$ cat config.mk
export PLATFORM = sky130hd
export DESIGN_NAME = dcache_read_align
export DESIGN_NICKNAME = d
export VERILOG_FILES = /design/src/common/dcache_pkg.sv /design/src/dcache/dcache_read_align.sv
export SDC_FILE = /design/constraint.sdc
export NUM_CORES = 1
export LEC_CHECK = 0
export ABC_CLOCK_PERIOD_IN_PS = 3750
export BUFFER_PORTS_ARGS = -buffer_cell sky130_fd_sc_hd__buf_2
export CORE_MARGIN = 2
export CORE_UTILIZATION = 30
export CTS_BUF_LIST = sky130_fd_sc_hd__clkbuf_4 sky130_fd_sc_hd__clkbuf_8
export DETAILED_ROUTE_END_ITERATION = 10
export SYNTH_ARGS = -nofsm -noshare
export SYNTH_HDL_FRONTEND = slang
export SYNTH_SLANG_ARGS = --single-unit
$ cat constraint.sdc
create_clock -name clk -period 3.75 [get_ports clk]
set_input_delay 0.1875 -clock clk [delete_from_list [all_inputs] [get_ports clk]]
set_output_delay 0.1875 -clock clk [all_outputs]
set_load 0.005 [all_outputs]
$ cat src/common/dcache_pkg.sv
package dcache_pkg;

    localparam int ADDR_W = 32;
    localparam int LINE_W = 64;
    localparam int INDEX_W = 6;
    localparam int TAG_W = 23;
    localparam int NUM_LINES = 64;

    // one cache line, word 0 sits at the lower address
    typedef union packed {
        logic [LINE_W-1:0] raw;
        logic [1:0][31:0] word;
    } dcache_line_u;

    typedef enum logic [2:0] {
        st_idle,
        st_lookup,
        st_fill,
        st_bus_read,
        st_write_bus,
        st_update,
        st_span_next,
        st_deliver
    } ctrl_state_e;

endpackage

$ cat src/dcache/dcache_read_align.sv
`timescale 1ns/1ps

module dcache_read_align (
    input  logic                            clk,
    input  logic                            reset,
    input  logic                            stage_load,
    input  logic                            half_sel,
    input  logic [31:0]                     stage_word,
    input  logic                            result_valid,
    output logic                            result_taken,
    output logic                            rd_dp_valid,
    input  logic                            rd_dp_ready,
    output logic [dcache_pkg::LINE_W-1:0]   rd_dp_read_data
);

    dcache_pkg::dcache_line_u staging;

    // low half first, high half possibly from the next line
    always_ff @(posedge clk) begin
        if (stage_load) begin
            staging.word[half_sel] <= stage_word;
        end
    end

    always_ff @(posedge clk) begin
        if (reset) begin
            rd_dp_valid <= 1'b0;
        end else if (result_taken) begin
            rd_dp_valid <= 1'b0;
        end else if (result_valid) begin
            rd_dp_valid <= 1'b1;
        end
    end

    assign result_taken    = rd_dp_valid && rd_dp_ready;
    assign rd_dp_read_data = staging.raw;

endmodule

==> flow_metrics.tcl <==
set metrics [dict create \
    grtUsageMet2 0.156 \
    setup-tns-final_ns 0 \
    regArea_sq_um 1940 \
    drc_errors 0 \
    clkTransAtPathRegs_ns 0.08 \
    max_slew_margin 0.388 \
    io_buffers 103 \
    initial_core_util 0.311 \
    min_from "stage_word[21]" \
    fin_ws_ns 2.47 \
    use_met3 0.0691 \
    dp_hpwl_mm 2.65 \
    synth_top_area_share 0.972 \
    synth.area.top_cells "edfxtp_1 97%, dfxtp_1 1.0%, nor3_2 0.51%, and2_4 0.44%, and2_1 0.32%" \
    synthCells 70 \
    die_x_microns 85.2 \
    multi_input_area_sq_um 42.5 \
    n_fill_cell 560 \
    worstSetupStartpointType "input port" \
    grt_pass1_wl_mm 5.87 \
    crit_type "input port to flop" \
    antenna_found_initial 0 \
    place_inst 251 \
    worstSetupEndpointType "flop" \
    wirelength_mm 3.81 \
    cpMaxStageDelayCell "and2_1" \
    crit_family "simple AND/OR/NAND/NOR gates" \
    cts-resized-gates 0 \
    gp_congestion 0.695 \
    synthDistinctLibCells 7 \
    synth.avg_cell_area_sq_um 28.2 \
    synth_ff_type "edfxtp_1" \
    period_share 0.340 \
    fin_skew_ns 0 \
    busiest_layer "met2" \
    synth_area_sq_um 1980 \
    dieArea_sq_um 7250 \
    vias 1123 \
    final_nets 224 \
    post_cts.repair.setup_buffers 0 \
    core_area_sq_um 6350 \
    synth-seq-cells 65 \
    drt_iter0_drc 66 \
    power_per_cell_area_nw_per_um2 570 \
    grt_overflow 0 \
    rsz0062_at_grt "false" \
    htreeDepth 3 \
    drv_slew 0 \
    synth.most_common_cell "edfxtp_1" \
    routedWlPerCell_microns 14.2 \
    worstPathArrival_ns 1.30 \
    viasPerCell 4.19 \
    leakagePower_nw 1.16 \
    finalNonFillerCells 268 \
    holdCritPathClass "input port to flop" \
    firstDrtPassIters 4 \
    grt_pass1_vias 1212 \
    path_cells "buf_2 -> and2_1 -> buf_4" \
    antenna-diode-count 0 \
    ys_seq_area_frac 0.982 \
    post-route-min-period_ns 1.28 \
    cts_tree "built" \
    dp_slack_ns 2.08 \
    cp_num_buf_inv 2 \
    crit_fanout 17 \
    status "completed" \
    placement_rows 29 \
    post_route_cells_drive_above_1_share 0.644 \
    grt.met1_usage 0.129 \
    cts_sinks 65 \
    grt_max_degree 33 \
    ios 104 \
    die_y_microns 85.2 \
    cts_made_buffers 9 \
    max-cap-violations 0 \
    clkLatencyLatePin_ns 0.33 \
    root_buffer "clkbuf_8" \
    setup_violations 0 \
    syn_nets 108 \
    cp-startpoint "half_sel" \
    grt_use_total 0.113 \
    max_freq_ghz 0.784 \
    synthArstFlopShare 0 \
    tightest_slew_ns 0.916 \
    hold_viol 0 \
    r2r_start "rd_dp_valid" \
    clockBufferDepth 2 \
    required_ns 3.78 \
    synth_warnings 0 \
    max_stage_delay_ns 0.62 \
    synth.largest_area_cell "edfxtp_1" \
    vdd_drop_max_mv 0.304 \
    synth-edff-count 64 \
    p_total_mw 1.62 \
    ant_nets 0 \
    area_growth_pct 43.7 \
]
[path summary, 6_finish.rpt]
path,to,slack [ns],cells past startpoint
worst max register to register,rd_dp_valid,3.08,2
worst min register to register,rd_dp_valid,0.55,2
worst max-delay path,rd_dp_read_data[38],2.47,3
worst min-delay path,rd_dp_read_data[53],0.03,1
[cell type report]
cell class,instances,area share
Sequential cell,65,0.683
Timing Repair Buffer,105,0.188
Multi-Input combinational cell,5,0.0150
Clock buffer,9,0.0436
Tap cell,77,0.0339
Clock inverter,7,0.0365
[cells in the final DEF (no fill, tap or decap), drive strengths merged, types with 2 or more instances in the layout]
cell type	instances
edfxtp	64
clkbuf	9
and2	2
buf	104
bufinv	2
clkinv	4
[report_power, final]
part | total, mW | internal (mW) | switching [mW]
clock network | 0.660 | 0.381 | 0.280
logic | 0.0951 | 0.0468 | 0.0483
registers | 0.864 | 0.852 | 0.0123
total | 1.62 | 1.28 | 0.340
[metrics by stage]
step	hold WS, ns	utilization	area [sq um]
2_1_floorplan	0.257	-	1980
3_3_place_gp	0.355	0.410	2600
3_5_place_dp	0.359	0.410	2600
4_1_cts	0.0146	0.447	2840
5_1_grt	0.0128	0.447	2840
6_report	0.0312	0.447	2840
[state kept, by name, summed over array words and instances (netlist names)]
register,flops
rd_dp_read_data,64
rd_dp_valid,1
[layer usage]
metal / part of all wire / vias to the layer above
met1: 0.39 / 523
met4: 0.033 / 0
met2: 0.44 / 72
met5: 0 / -
met3: 0.14 / 11
li1: - / 517
[worst reg2reg max path, cell delays in order (launching register included)]
cell     delay (ns)
dfxtp_1        0.33
and2_4         0.14
nor3_2         0.13
[cells by family (layout without fill, tap and decap cells)]
kind of cell / count (synthesis) / in the layout / share of synthesized area
flops: 65 / 65 / 0.982
simple gates: 5 / 5 / 0.0177
buf+inv: 0 / 121 / 0
[timing repair]
action                                  in CTS  in global routing
hold buffers                                 1                  0
endpoints found under the hold margin        1                  0
endpoints found under the setup margin       0                  0
Power figures use the tool's default switching activity.
