### src/common/dcache_pkg.sv
package dcache_pkg;

    localparam int ADDR_W = 32;
    localparam int LINE_W = 64;
    localparam int INDEX_W = 6;
    localparam int TAG_W = 23;
    localparam int NUM_LINES = 64;

    // one cache line, word 0 sits at the lower address
    typedef union packed {
        logic [LINE_W-1:0] raw;
        logic [1:0][31:0] word;
    } dcache_line_u;

    typedef enum logic [2:0] {
        st_idle,
        st_lookup,
        st_fill,
        st_bus_read,
        st_write_bus,
        st_update,
        st_span_next,
        st_deliver
    } ctrl_state_e;

endpackage

### src/dcache/dcache_req_decode.sv
`timescale 1ns/1ps

module dcache_req_decode (
    input  logic                            clk,
    input  logic                            reset,
    input  logic                            rd_req_valid,
    input  logic                            wr_req_valid,
    output logic                            rd_req_ready,
    output logic                            wr_req_ready,
    input  logic [dcache_pkg::ADDR_W-1:0]   rd_req_address,
    input  logic [dcache_pkg::ADDR_W-1:0]   wr_req_address,
    input  logic [dcache_pkg::LINE_W-1:0]   wr_req_data,
    input  logic                            wr_size,
    input  logic                            req_done,
    input  logic                            next_line,
    output logic [dcache_pkg::ADDR_W-1:0]   lookup_addr,
    output logic                            span,
    output logic                            is_write,
    output logic                            wide_write,
    output logic [dcache_pkg::LINE_W-1:0]   write_data,
    output logic                            req_pending
);

    logic                          wr_accept;
    logic                          rd_accept;
    logic [dcache_pkg::ADDR_W-1:0] req_addr;

    // writes win when both sides offer a request
    assign wr_req_ready = !req_pending;
    assign rd_req_ready = !req_pending && !wr_req_valid;

    assign wr_accept = wr_req_valid && wr_req_ready;
    assign rd_accept = rd_req_valid && rd_req_ready;
    assign req_addr  = wr_req_valid ? wr_req_address : rd_req_address;

    always_ff @(posedge clk) begin
        if (reset) begin
            req_pending <= 1'b0;
        end else if (wr_accept || rd_accept) begin
            req_pending <= 1'b1;
        end else if (req_done) begin
            req_pending <= 1'b0;
        end
    end

    always_ff @(posedge clk) begin
        if (wr_accept || rd_accept) begin
            lookup_addr <= {req_addr[dcache_pkg::ADDR_W-1:2], 2'b00};
            is_write    <= wr_accept;
            wide_write  <= wr_accept && wr_size;
            // second word lands in the next line
            span        <= req_addr[2] && (rd_accept || wr_size);
            write_data  <= wr_req_data;
        end else if (next_line) begin
            lookup_addr <= lookup_addr + 32'd8;
        end
    end

endmodule

### config.mk
export PLATFORM = sky130hd
export DESIGN_NAME = dcache_req_decode
export DESIGN_NICKNAME = d
export VERILOG_FILES = /design/src/common/dcache_pkg.sv /design/src/dcache/dcache_req_decode.sv
export SDC_FILE = /design/constraint.sdc
export NUM_CORES = 1
export LEC_CHECK = 0
export BUFFER_PORTS_ARGS = -buffer_cell sky130_fd_sc_hd__clkbuf_2
export CAP_MARGIN = 5
export CELL_PAD_IN_SITES_DETAIL_PLACEMENT = 1
export CELL_PAD_IN_SITES_GLOBAL_PLACEMENT = 1
export CORE_AREA = 4 4 114 143
export DETAILED_ROUTE_END_ITERATION = 16
export DIE_AREA = 0 0 118 147
export GPL_TIMING_DRIVEN = 0
export PLACE_DENSITY_LB_ADDON = 0.12
export SETUP_SLACK_MARGIN = 0.02
export SLEW_MARGIN = 20
export SYNTH_ARGS = -nofsm -noshare
export SYNTH_HDL_FRONTEND = slang
export SYNTH_SLANG_ARGS = --single-unit
### constraint.sdc
create_clock -name clk -period 2.7 [get_ports clk]
set_input_delay 0.675 -clock clk [delete_from_list [all_inputs] [get_ports clk]]
set_output_delay 0.675 -clock clk [all_outputs]
set_load 0.01 [all_outputs]
==> flow_metrics.tcl <==
set metrics [dict create \
    rr_worst_depth 6 \
    critPathTopFamily "buffers and inverters" \
    setup_viol 0 \
    num-fill-cells 1646 \
    fin_tns_setup_ns 0 \
    p_comb_frac 0.177 \
    cp-end-kind "flip-flop" \
    tightestPinTransition_ns 0.660 \
    crit_type "primary input to flip-flop" \
    p_sw_frac 0.281 \
    cts_tree "yes" \
    max_stage_delay_ns 0.56 \
    layout_min_cycle_time_ns 2.32 \
    fin_skew_ns 0.00896 \
    hold_viol_final 0 \
    drtIter0Drc 158 \
    ios 237 \
    ant_nets 0 \
    syn-cell-area_mm2 0.00438 \
    antenna_found_initial 0 \
    grt_pass1_vias 3836 \
    p_int_mw 2.94 \
    num_rows 50 \
    cts.htree.levels 3 \
    path_clk_slew_ns 0.07 \
    clock_latency_ns 0.35 \
    post-route-drc-count 0 \
    numPortBuffers 230 \
    ys_types 44 \
    wl_per_cell_um 18.7 \
    critPathBufInv 3 \
    synth_flop_cell "edfxtp_1" \
    die-area_mm2 0.0173 \
    ys_ff_latch 98 \
    die_x_um 118 \
    cp.arrival_ns 2.40 \
    syn_to_final_growth_pct 40.2 \
    worstPathMaxFanout 13 \
    track_usage 0.161 \
    dp.cells 727 \
    crit_chain "clkbuf_2, clkbuf_1, clkbuf_1, mux2i_1, o211ai_1" \
    min_from "reset" \
    rsz0062_at_grt "false" \
    overflow 0 \
    rr_endpoint "lookup_addr[29]" \
    firstDrtPassIters 5 \
    root_buffer "clkbuf_16" \
    vdd_ir_drop_max_v 0.000232 \
    cts_buffers 9 \
    yosys_warnings 0 \
    die_h_um 147 \
    clockBufferDepth 2 \
    drv_cap 0 \
    worst-r2r-setup-slack_ns 0.64 \
    max-slew-margin-rel 0.560 \
    post_cts_buffers 0 \
    path_common_cell "clkbuf_1" \
    synth_seq_area_share 0.670 \
    status "completed" \
    hold_class "primary input to flip-flop" \
    seq_power_share 0.494 \
    netlist_instances 311 \
    p_switching_mw 1.15 \
    max_freq_ghz 0.432 \
    rr_startpoint "lookup_addr[3]" \
    hold_end "req_pending" \
    vias_per_cell 4.84 \
    min_period_over_period 0.858 \
    fin_util 0.412 \
    coreArea_mm2 0.0149 \
    fin_cells 742 \
    worstHoldPathCells 2 \
    totalWireLength_um 13900 \
    cp.required_ns 2.78 \
    cpMaxStageDelayCell "clkbuf_1" \
    hpwl_um 11100 \
    start_kind "primary input" \
    power.clock.fraction 0.329 \
    synth.avg_cell_area_um2 14.1 \
    drive_above_1_share 0.498 \
    async_reset_ff_frac 0 \
    grt_max_degree 37 \
    floorplan.initialDensity 0.294 \
    antenna_cells 0 \
    final_nets 691 \
    synth_edf_count 97 \
    grt_pass1_wl_um 21600 \
    slew_viol_final 0 \
    power_density_mw_per_mm2 666 \
    gp_congestion 0.790 \
    vias 3588 \
    leakagePower_nw 2.56 \
    cts_sinks 98 \
]
worst max-delay path by stage:
stage	endpoint	start	slack, ns	depth (start not counted)
finish	lookup_addr[23]	wr_req_valid	0.38	5
global route	lookup_addr[23]	wr_req_valid	0.15	5
CTS	rd_req_ready	wr_req_valid	0.09	5
detailed placement	rd_req_ready	wr_req_valid	0.11	5
global placement	lookup_addr[31]	wr_req_valid	-0.71	5
floorplan	lookup_addr[31]	wr_req_valid	0.02	4
synthesized netlist by cell type, drive strengths merged (2+ instances only):
cell type  number  area (µm²)
a211oi         22         165
a21oi          15        75.1
a311oi          2        17.5
a31oi          12        75.1
and2            6        41.3
and2b           7        61.3
and3            2        13.8
and4            3        27.5
buf             9        86.3
clkbuf         10        67.6
edfxtp         97        2910
inv             7        26.3
mux2i           6        60.1
nand2          11        41.3
nand2b          3        18.8
nand3          13        75.1
nand4          10        62.6
nor2            6        22.5
nor2b          16         100
nor3            2        10.0
nor4            2        18.8
o21ai           4        20.0
o31a            2        18.8
o31ai          12        90.1
or4            12        90.1
xnor2           5        43.8
xor2            7        61.3
what timing repair did:
item / in CTS / in global routing
endpoints found under the setup margin: 0 / 1
hold buffers: 0 / 0
hold endpoints to repair: 0 / 0
resized for setup: 0 / 0
power groups by stage:
stage                     sequential [mW]  combinational, mW  clock [mW]
after CTS                            2.02              0.747        1.39
after global placement               2.05              0.712           0
final                                2.02              0.725        1.35
after detailed placement             2.06              0.744           0
after global routing                 2.05              0.808        1.44
after floorplan                      2.11              0.287           0
worst register-to-register path: stages (launching register included):
cell	delay (ns)
edfxtp_1	0.43
ha_1	0.22
and3_1	0.22
nand3_1	0.15
buf_6	0.18
o31a_2	0.32
o31a_1	0.28
area by class of cell:
type                            instances  area (µm²)  share of cell area
Multi-Input combinational cell        188        1280               0.208
Tap cell                              182         228              0.0371
Clock buffer                            9         225              0.0367
Clock inverter                          7        86.3              0.0141
Timing Repair Buffer                  233        1210               0.197
Sequential cell                        98        2930               0.478
Inverter                                7        30.0             0.00489
Buffer                                 18         150              0.0244
metrics by stage:
step	hold slack (ns)	cell area, µm²	power, mW	worst slack, ns
floorplan	0.542	4390	2.40	0.0221
global placement	0.584	5770	2.77	-0.706
detailed placement	0.614	5830	2.80	0.106
CTS	0.473	6140	4.16	0.0940
global route	0.483	6140	4.30	0.148
finish	0.484	6140	4.09	0.385
placed cells by master, fill, tap and decap left out, types with 7 or more instances in the layout:
cell type,n
xor2_1,7
o31ai_1,12
a211oi_1,22
clkbuf_2,230
nor2b_1,16
clkbuf_16,9
nand2_1,11
a31oi_1,12
a21oi_1,15
clkbuf_1,7
or4_1,12
and2b_2,7
edfxtp_1,97
nand4_1,10
nand3_1,11
state kept, by name, indices dropped and copies added (netlist names):
signal and count:
is_write 1, wide_write 1, req_pending 1, span 1, write_data 64, lookup_addr 30
cells by family after synthesis:
logic type,after synthesis,share of synthesized area
AOI/OAI and AO/OA,72,0.111
buffers and inverters,26,0.0411
and+or+nand+nor,95,0.137
adders and majority gates,1,0.00286
other,1,0.000856
xor gates and xnor gates,12,0.0240
muxes,6,0.0137
DFF,98,0.670
layer usage:
metal	wire, µm	vias up	track usage
li1	-	1717	-
met1	5270	1707	0.179
met2	7380	145	0.293
met3	954	19	0.0424
met4	311	0	0.0651
met5	0	-	0
(Power assumes the default switching activity.)
