**src/common/dcache_pkg.sv**
```systemverilog
package dcache_pkg;

    localparam int ADDR_W = 32;
    localparam int LINE_W = 64;
    localparam int INDEX_W = 6;
    localparam int TAG_W = 23;
    localparam int NUM_LINES = 64;

    // one cache line, word 0 sits at the lower address
    typedef union packed {
        logic [LINE_W-1:0] raw;
        logic [1:0][31:0] word;
    } dcache_line_u;

    typedef enum logic [2:0] {
        st_idle,
        st_lookup,
        st_fill,
        st_bus_read,
        st_write_bus,
        st_update,
        st_span_next,
        st_deliver
    } ctrl_state_e;

endpackage

```
**src/dcache/dcache_ctrl.sv**
```systemverilog
`timescale 1ns/1ps

module dcache_ctrl (
    input  logic                            clk,
    input  logic                            reset,
    input  logic                            req_pending,
    input  logic                            is_write,
    input  logic                            span,
    input  logic                            wide_write,
    input  logic [dcache_pkg::ADDR_W-1:0]   lookup_addr,
    input  logic [dcache_pkg::LINE_W-1:0]   write_data,
    output logic                            next_line,
    output logic                            req_done,
    output logic [dcache_pkg::ADDR_W-1:0]   virt_addr,
    input  logic [dcache_pkg::ADDR_W-1:0]   phys_addr,
    input  logic                            tlb_hit,
    input  logic                            tlb_pcd,
    output logic                            page_fault,
    output logic [dcache_pkg::INDEX_W-1:0]  store_index,
    output logic                            store_we,
    output logic [dcache_pkg::LINE_W-1:0]   store_wline,
    output logic [dcache_pkg::TAG_W-1:0]    store_tag_w,
    input  logic [dcache_pkg::TAG_W-1:0]    store_tag,
    input  logic                            store_valid,
    input  logic [dcache_pkg::LINE_W-1:0]   store_line,
    output logic                            stage_load,
    output logic                            half_sel,
    output logic                            result_valid,
    input  logic                            result_taken,
    output logic [31:0]                     stage_word,
    output logic                            wb_cyc,
    output logic                            wb_stb,
    output logic                            wb_we,
    output logic [31:0]                     wb_adr,
    output logic [31:0]                     wb_dat_w,
    output logic [3:0]                      wb_sel,
    input  logic                            wb_ack,
    input  logic [31:0]                     wb_dat_r
);

    dcache_pkg::ctrl_state_e state;
    dcache_pkg::ctrl_state_e state_n;
    dcache_pkg::dcache_line_u rd_line;
    dcache_pkg::dcache_line_u fill_line;
    dcache_pkg::dcache_line_u line_q;
    dcache_pkg::dcache_line_u merge_line;

    logic        wcnt;
    logic        fcnt;
    logic        wr_hit;
    logic [31:0] accum;
    logic        cache_hit;
    logic        word_sel;
    logic        last_word;
    logic        word_done;
    logic        bus_issue;
    logic        bus_end;
    logic [31:0] bus_adr;
    logic [31:0] wr_word;

    assign virt_addr   = lookup_addr;
    assign store_index = lookup_addr[8:3];
    assign store_tag_w = phys_addr[dcache_pkg::ADDR_W-1:9];

    assign cache_hit = store_valid && (store_tag == store_tag_w) && !tlb_pcd;
    // word of the current line that serves request word wcnt
    assign word_sel  = lookup_addr[2] ^ wcnt;
    assign last_word = wcnt || (is_write && !wide_write);
    assign wr_word   = wcnt ? write_data[63:32] : write_data[31:0];
    assign bus_end   = wb_cyc && wb_ack;

    assign rd_line.raw       = store_line;
    assign fill_line.word[0] = accum;
    assign fill_line.word[1] = wb_dat_r;

    always_comb begin
        merge_line = line_q;
        merge_line.word[word_sel] = wr_word;
    end

    assign half_sel     = wcnt;
    assign result_valid = (state == dcache_pkg::st_deliver);

    always_comb begin
        state_n     = state;
        word_done   = 1'b0;
        store_we    = 1'b0;
        store_wline = fill_line.raw;
        stage_load  = 1'b0;
        stage_word  = rd_line.word[word_sel];
        page_fault  = 1'b0;
        req_done    = 1'b0;
        next_line   = 1'b0;
        bus_issue   = 1'b0;
        bus_adr     = {phys_addr[dcache_pkg::ADDR_W-1:3], word_sel, 2'b00};
        case (state)
            dcache_pkg::st_idle: begin
                if (req_pending) begin
                    state_n = dcache_pkg::st_lookup;
                end
            end
            dcache_pkg::st_lookup: begin
                if (!tlb_hit) begin
                    page_fault = 1'b1;
                    req_done   = 1'b1;
                    state_n    = dcache_pkg::st_idle;
                end else if (is_write) begin
                    state_n = dcache_pkg::st_write_bus;
                end else if (tlb_pcd) begin
                    state_n = dcache_pkg::st_bus_read;
                end else if (cache_hit) begin
                    stage_load = 1'b1;
                    word_done  = 1'b1;
                end else begin
                    state_n = dcache_pkg::st_fill;
                end
            end
            dcache_pkg::st_fill: begin
                bus_issue = !wb_cyc;
                bus_adr   = {phys_addr[dcache_pkg::ADDR_W-1:3], fcnt, 2'b00};
                // second word completes the line, then look it up again
                if (bus_end && fcnt) begin
                    store_we = 1'b1;
                    state_n  = dcache_pkg::st_lookup;
                end
            end
            dcache_pkg::st_bus_read: begin
                bus_issue  = !wb_cyc;
                stage_word = wb_dat_r;
                if (bus_end) begin
                    stage_load = 1'b1;
                    word_done  = 1'b1;
                end
            end
            dcache_pkg::st_write_bus: begin
                bus_issue = !wb_cyc;
                if (bus_end) begin
                    if (wr_hit) begin
                        state_n = dcache_pkg::st_update;
                    end else begin
                        word_done = 1'b1;
                    end
                end
            end
            dcache_pkg::st_update: begin
                store_we    = 1'b1;
                store_wline = merge_line.raw;
                word_done   = 1'b1;
            end
            dcache_pkg::st_span_next: begin
                state_n = dcache_pkg::st_lookup;
            end
            dcache_pkg::st_deliver: begin
                if (result_taken) begin
                    req_done = 1'b1;
                    state_n  = dcache_pkg::st_idle;
                end
            end
            default: begin
                state_n = dcache_pkg::st_idle;
            end
        endcase

        // common exit once a request word has been handled
        if (word_done) begin
            if (last_word) begin
                if (is_write) begin
                    req_done = 1'b1;
                    state_n  = dcache_pkg::st_idle;
                end else begin
                    state_n = dcache_pkg::st_deliver;
                end
            end else if (span) begin
                next_line = 1'b1;
                state_n   = dcache_pkg::st_span_next;
            end else begin
                state_n = dcache_pkg::st_lookup;
            end
        end
    end

    always_ff @(posedge clk) begin
        if (reset) begin
            state  <= dcache_pkg::st_idle;
            wcnt   <= 1'b0;
            fcnt   <= 1'b0;
            wb_cyc <= 1'b0;
        end else begin
            state <= state_n;
            if (req_done) begin
                wcnt <= 1'b0;
            end else if (word_done && !last_word) begin
                wcnt <= 1'b1;
            end
            if (bus_end && state == dcache_pkg::st_fill) begin
                fcnt <= !fcnt;
            end
            if (bus_issue) begin
                wb_cyc <= 1'b1;
            end else if (bus_end) begin
                wb_cyc <= 1'b0;
            end
        end
    end

    always_ff @(posedge clk) begin
        if (bus_end && state == dcache_pkg::st_fill && !fcnt) begin
            accum <= wb_dat_r;
        end
        // hit status and old line kept for the write merge
        if (state == dcache_pkg::st_lookup) begin
            wr_hit     <= cache_hit;
            line_q.raw <= store_line;
        end
        if (bus_issue) begin
            wb_adr   <= bus_adr;
            wb_we    <= is_write;
            wb_dat_w <= wr_word;
        end
    end

    assign wb_stb = wb_cyc;
    assign wb_sel = 4'hf;

endmodule

```
**config.mk**
```make
export PLATFORM = sky130hd
export DESIGN_NAME = dcache_ctrl
export DESIGN_NICKNAME = d
export VERILOG_FILES = /design/src/common/dcache_pkg.sv /design/src/dcache/dcache_ctrl.sv
export SDC_FILE = /design/constraint.sdc
export NUM_CORES = 1
export LEC_CHECK = 0
export ABC_CLOCK_PERIOD_IN_PS = 4160
export BUFFER_PORTS_ARGS = -buffer_cell sky130_fd_sc_hd__buf_2
export CAP_MARGIN = 20
export CORE_AREA = 2 2 194 196
export DETAILED_ROUTE_END_ITERATION = 10
export DIE_AREA = 0 0 196 198
export GPL_TIMING_DRIVEN = 0
export MAX_ROUTING_LAYER = met4
export PLACE_DENSITY = 0.55
export SETUP_SLACK_MARGIN = 0.1
export SYNTH_ARGS = -nofsm -noshare
export SYNTH_HDL_FRONTEND = slang
export SYNTH_SLANG_ARGS = --single-unit
export TNS_END_PERCENT = 50
```
**constraint.sdc**
```tcl
create_clock -name clk -period 4.16 [get_ports clk]
set_input_delay 0.832 -clock clk [delete_from_list [all_inputs] [get_ports clk]]
set_output_delay 0.832 -clock clk [all_outputs]
set_load 0.02 [all_outputs]
```
==> flow_metrics.tcl <==
set metrics [dict create \
    outcome "finished clean" \
    ys_seq_elements 166 \
    seq_power_share_pct 43.3 \
    clockBufferDepth 2 \
    num-fill-cells 3834 \
    cts_setup_buffers 0 \
    synth_cell_types 42 \
    clock-root-buffer "clkbuf_16" \
    grt_overflow 0 \
    path_cells "buf_4 > nor2b_2 > nand2_1 > clkbuf_1 > a21oi_1 > buf_2" \
    power_density_nw_per_um2 392 \
    grt_pass1_wl_um 50700 \
    gp_congestion 0.839 \
    slowest_stage "clkbuf_1" \
    htree_levels 4 \
    antenna_found_initial 4 \
    clockPowerShare_pct 33.2 \
    cp-start-kind "register" \
    cts.sinks 166 \
    async_flop_share_pct 0 \
    maxSlewViolCount 0 \
    synth_edf_count 160 \
    hold_viol_final 0 \
    die_w_um 196 \
    crit_path_max_incr_delay_ns 0.81 \
    grtUsageTotal_pct 19.2 \
    finalWorstPathRequiredPeriod_ns 3.75 \
    portBuffers 452 \
    io_pins 493 \
    die_h_um 198 \
    synthToLayoutAreaGrowth_pct 42.5 \
    coreArea_um2 37000 \
    holdWs_ns 0.569 \
    p_total_mw 4.77 \
    finalSetupViolations 0 \
    leakage_nw 5.46 \
    ctsResizeCount 0 \
    cp_top_family "buffers and inverters" \
    drt-initial-drc-count 279 \
    yosysWarningCount 0 \
    rsz0062_at_grt "false" \
    post_drt_wl_per_cell_um 20.9 \
    cts_made_buffers 17 \
    cts_tree "yes" \
    finClkSkew_ns 0.0107 \
    end_kind "output port" \
    cp.buffers_inverters 3 \
    intPower_mw 3.31 \
    power_switching_share_pct 30.6 \
    yosys-top-cells-area "edfxtp_1, mux2i_1, buf_4" \
    placed_cells 1732 \
    drive_above_1_share_pct 45.6 \
    worstPathArrival_ns 2.92 \
    utilization_pct 32.9 \
    tightestPinTransition_ns 1.15 \
    fin_crit_sh_pct 90.1 \
    cp_max_fo 10 \
    ys_seq_area_share_pct 57.7 \
    syn-cell-area_um2 8530 \
    fmax_mhz 267 \
    vias 7740 \
    required_ns 3.33 \
    syn_area_per_cell_um2 10.7 \
    synth_top_flop_cell "edfxtp_1" \
    clk_pin_slew_ns 0.07 \
    core.rowCount 71 \
    final_cells 1765 \
    holdBufCountCts 0 \
    ir_drop_uv 293 \
    synth_top_cell_by_area "edfxtp_1" \
    ant_nets 0 \
    drc_errors 0 \
    relSlewSlack_pct 23.3 \
    synth_top_area_share_pct 56.3 \
    syn_inst 795 \
    criticalPathCategory "reg2out" \
    final.setup.tns_ns 0 \
    dieArea_um2 38800 \
    grt_pass1_vias 7576 \
    maxCapViolations 0 \
    grt_start_max_net_pins 33 \
    finish.net_count 1535 \
    hold_class "in2reg" \
    clock_latency_ns 0.44 \
    p_sw_mw 1.46 \
    viasPerCell 4.39 \
    routed_wl_um 37000 \
    dpl.hpwl_um 28200 \
    comb_power_share_pct 23.5 \
    initial_core_util_pct 23.1 \
    drt-pass1-iter-count 5 \
]
[layer usage]
layer / track usage, % / wire [um]
met5: - / 0
met4: 6.51 / 949
met3: 4.22 / 2450
met2: 33.2 / 18500
met1: 22.0 / 15100
[stage by stage]
step	setup WS [ns]	instance area, um^2
detailed placement	0.567	11600
finish	0.412	12200
floorplan	0.138	8560
global placement	-1.78	11400
CTS	0.264	12100
global route	0.271	12200
[cell type report]
cell class	instances	area, um^2	share of cell area, %
timing repair buffer	459	2420	19.9
antenna	3	7.51	0.0618
multi-input combinational	481	2780	22.8
clock buffer	18	429	3.53
tap	474	593	4.88
inverter	39	146	1.20
buffer	113	724	5.96
sequential	166	4920	40.5
clock inverter	12	131	1.08
[logic make-up (layout without fill, tap and decap cells)]
kind of cell / Yosys count / after routing / synth area share (%)
buffers and inverters: 152 / 641 / 10.2
DFF: 166 / 166 / 57.7
AOI/OAI and AO/OA: 184 / 184 / 11.7
muxes: 66 / 66 / 7.76
other: 2 / 9 / 0.0880
and+or+nand+nor: 201 / 201 / 9.87
xor gates and xnor gates: 24 / 24 / 2.68
[worst reg2reg max path, delay by kind of cell (launching register included)]
| kind | cells | cell delay [ns] |
|---|---|---|
| and+or+nand+nor | 3 | 0.92 |
| buffers and inverters | 2 | 0.41 |
| muxes | 1 | 0.37 |
| DFF | 1 | 0.32 |
| AOI/OAI and AO/OA | 1 | 0.29 |
[power by group through the flow]
stage          clock network [mW]  registers (mW)  logic [mW]
2_1_floorplan                   0            2.18       0.523
4_1_cts                      1.63            2.06        1.14
6_report                     1.58            2.06        1.12
3_3_place_gp                    0            2.12        1.06
3_5_place_dp                    0            2.10        1.13
5_1_grt                      1.68            2.08        1.21
[cell usage after synthesis, types with 6 or more instances]
library cell	instances
o21ai_0	102
nor2_1	71
buf_2	15
inv_1	39
dfxtp_1	6
clkbuf_1	24
edfxtp_1	160
xor2_1	23
nand2_1	104
mux2i_1	65
buf_4	73
a21oi_1	68
[worst paths after layout]
kind / endpoint / slack, ns / startpoint / cells past startpoint
worst max register to register: state[2] / 1.75 / state[1] / 7
worst max-delay path: stage_word[26] / 0.41 / state[2] / 6
worst min register to register: wb_cyc / 0.60 / wb_cyc / 2
worst min-delay path: wb_adr[7] / 0.57 / phys_addr[7] / 1
[cells in the final DEF, fill, tap and decap left out, types with 2 or more instances in the layout]
cell        synthesis  layout
nand3_1             2       2
clkbuf_1           24      25
dfxtp_1             6       6
a211oi_1            4       4
nand2_1           104     104
buf_12              0       3
mux2i_1            65      65
diode_2             0       3
clkinvlp_4          0       6
a21oi_1            68      68
inv_6               0       2
o21ai_0           102     102
bufinv_16           0       2
conb_1              2       6
nor3_1              2       2
inv_1              39      39
nor2b_1             2       2
xor2_1             23      23
edfxtp_1          160     160
clkbuf_16           0      17
buf_16              0       3
and2_1              3       3
nor2_1             71      69
nor2_4              0       2
nor4_1              5       5
and3_1              3       3
buf_2              15     467
buf_4              73      73
[sequential cells by signal, indices dropped and copies added, names as in the netlist]
signal / flops
line_q: 64
accum: 32
wb_dat_w: 32
wb_adr: 30
state: 3
fcnt: 1
half_sel: 1
wb_cyc: 1
wb_we: 1
wr_hit: 1
(Power assumes the default switching activity.)
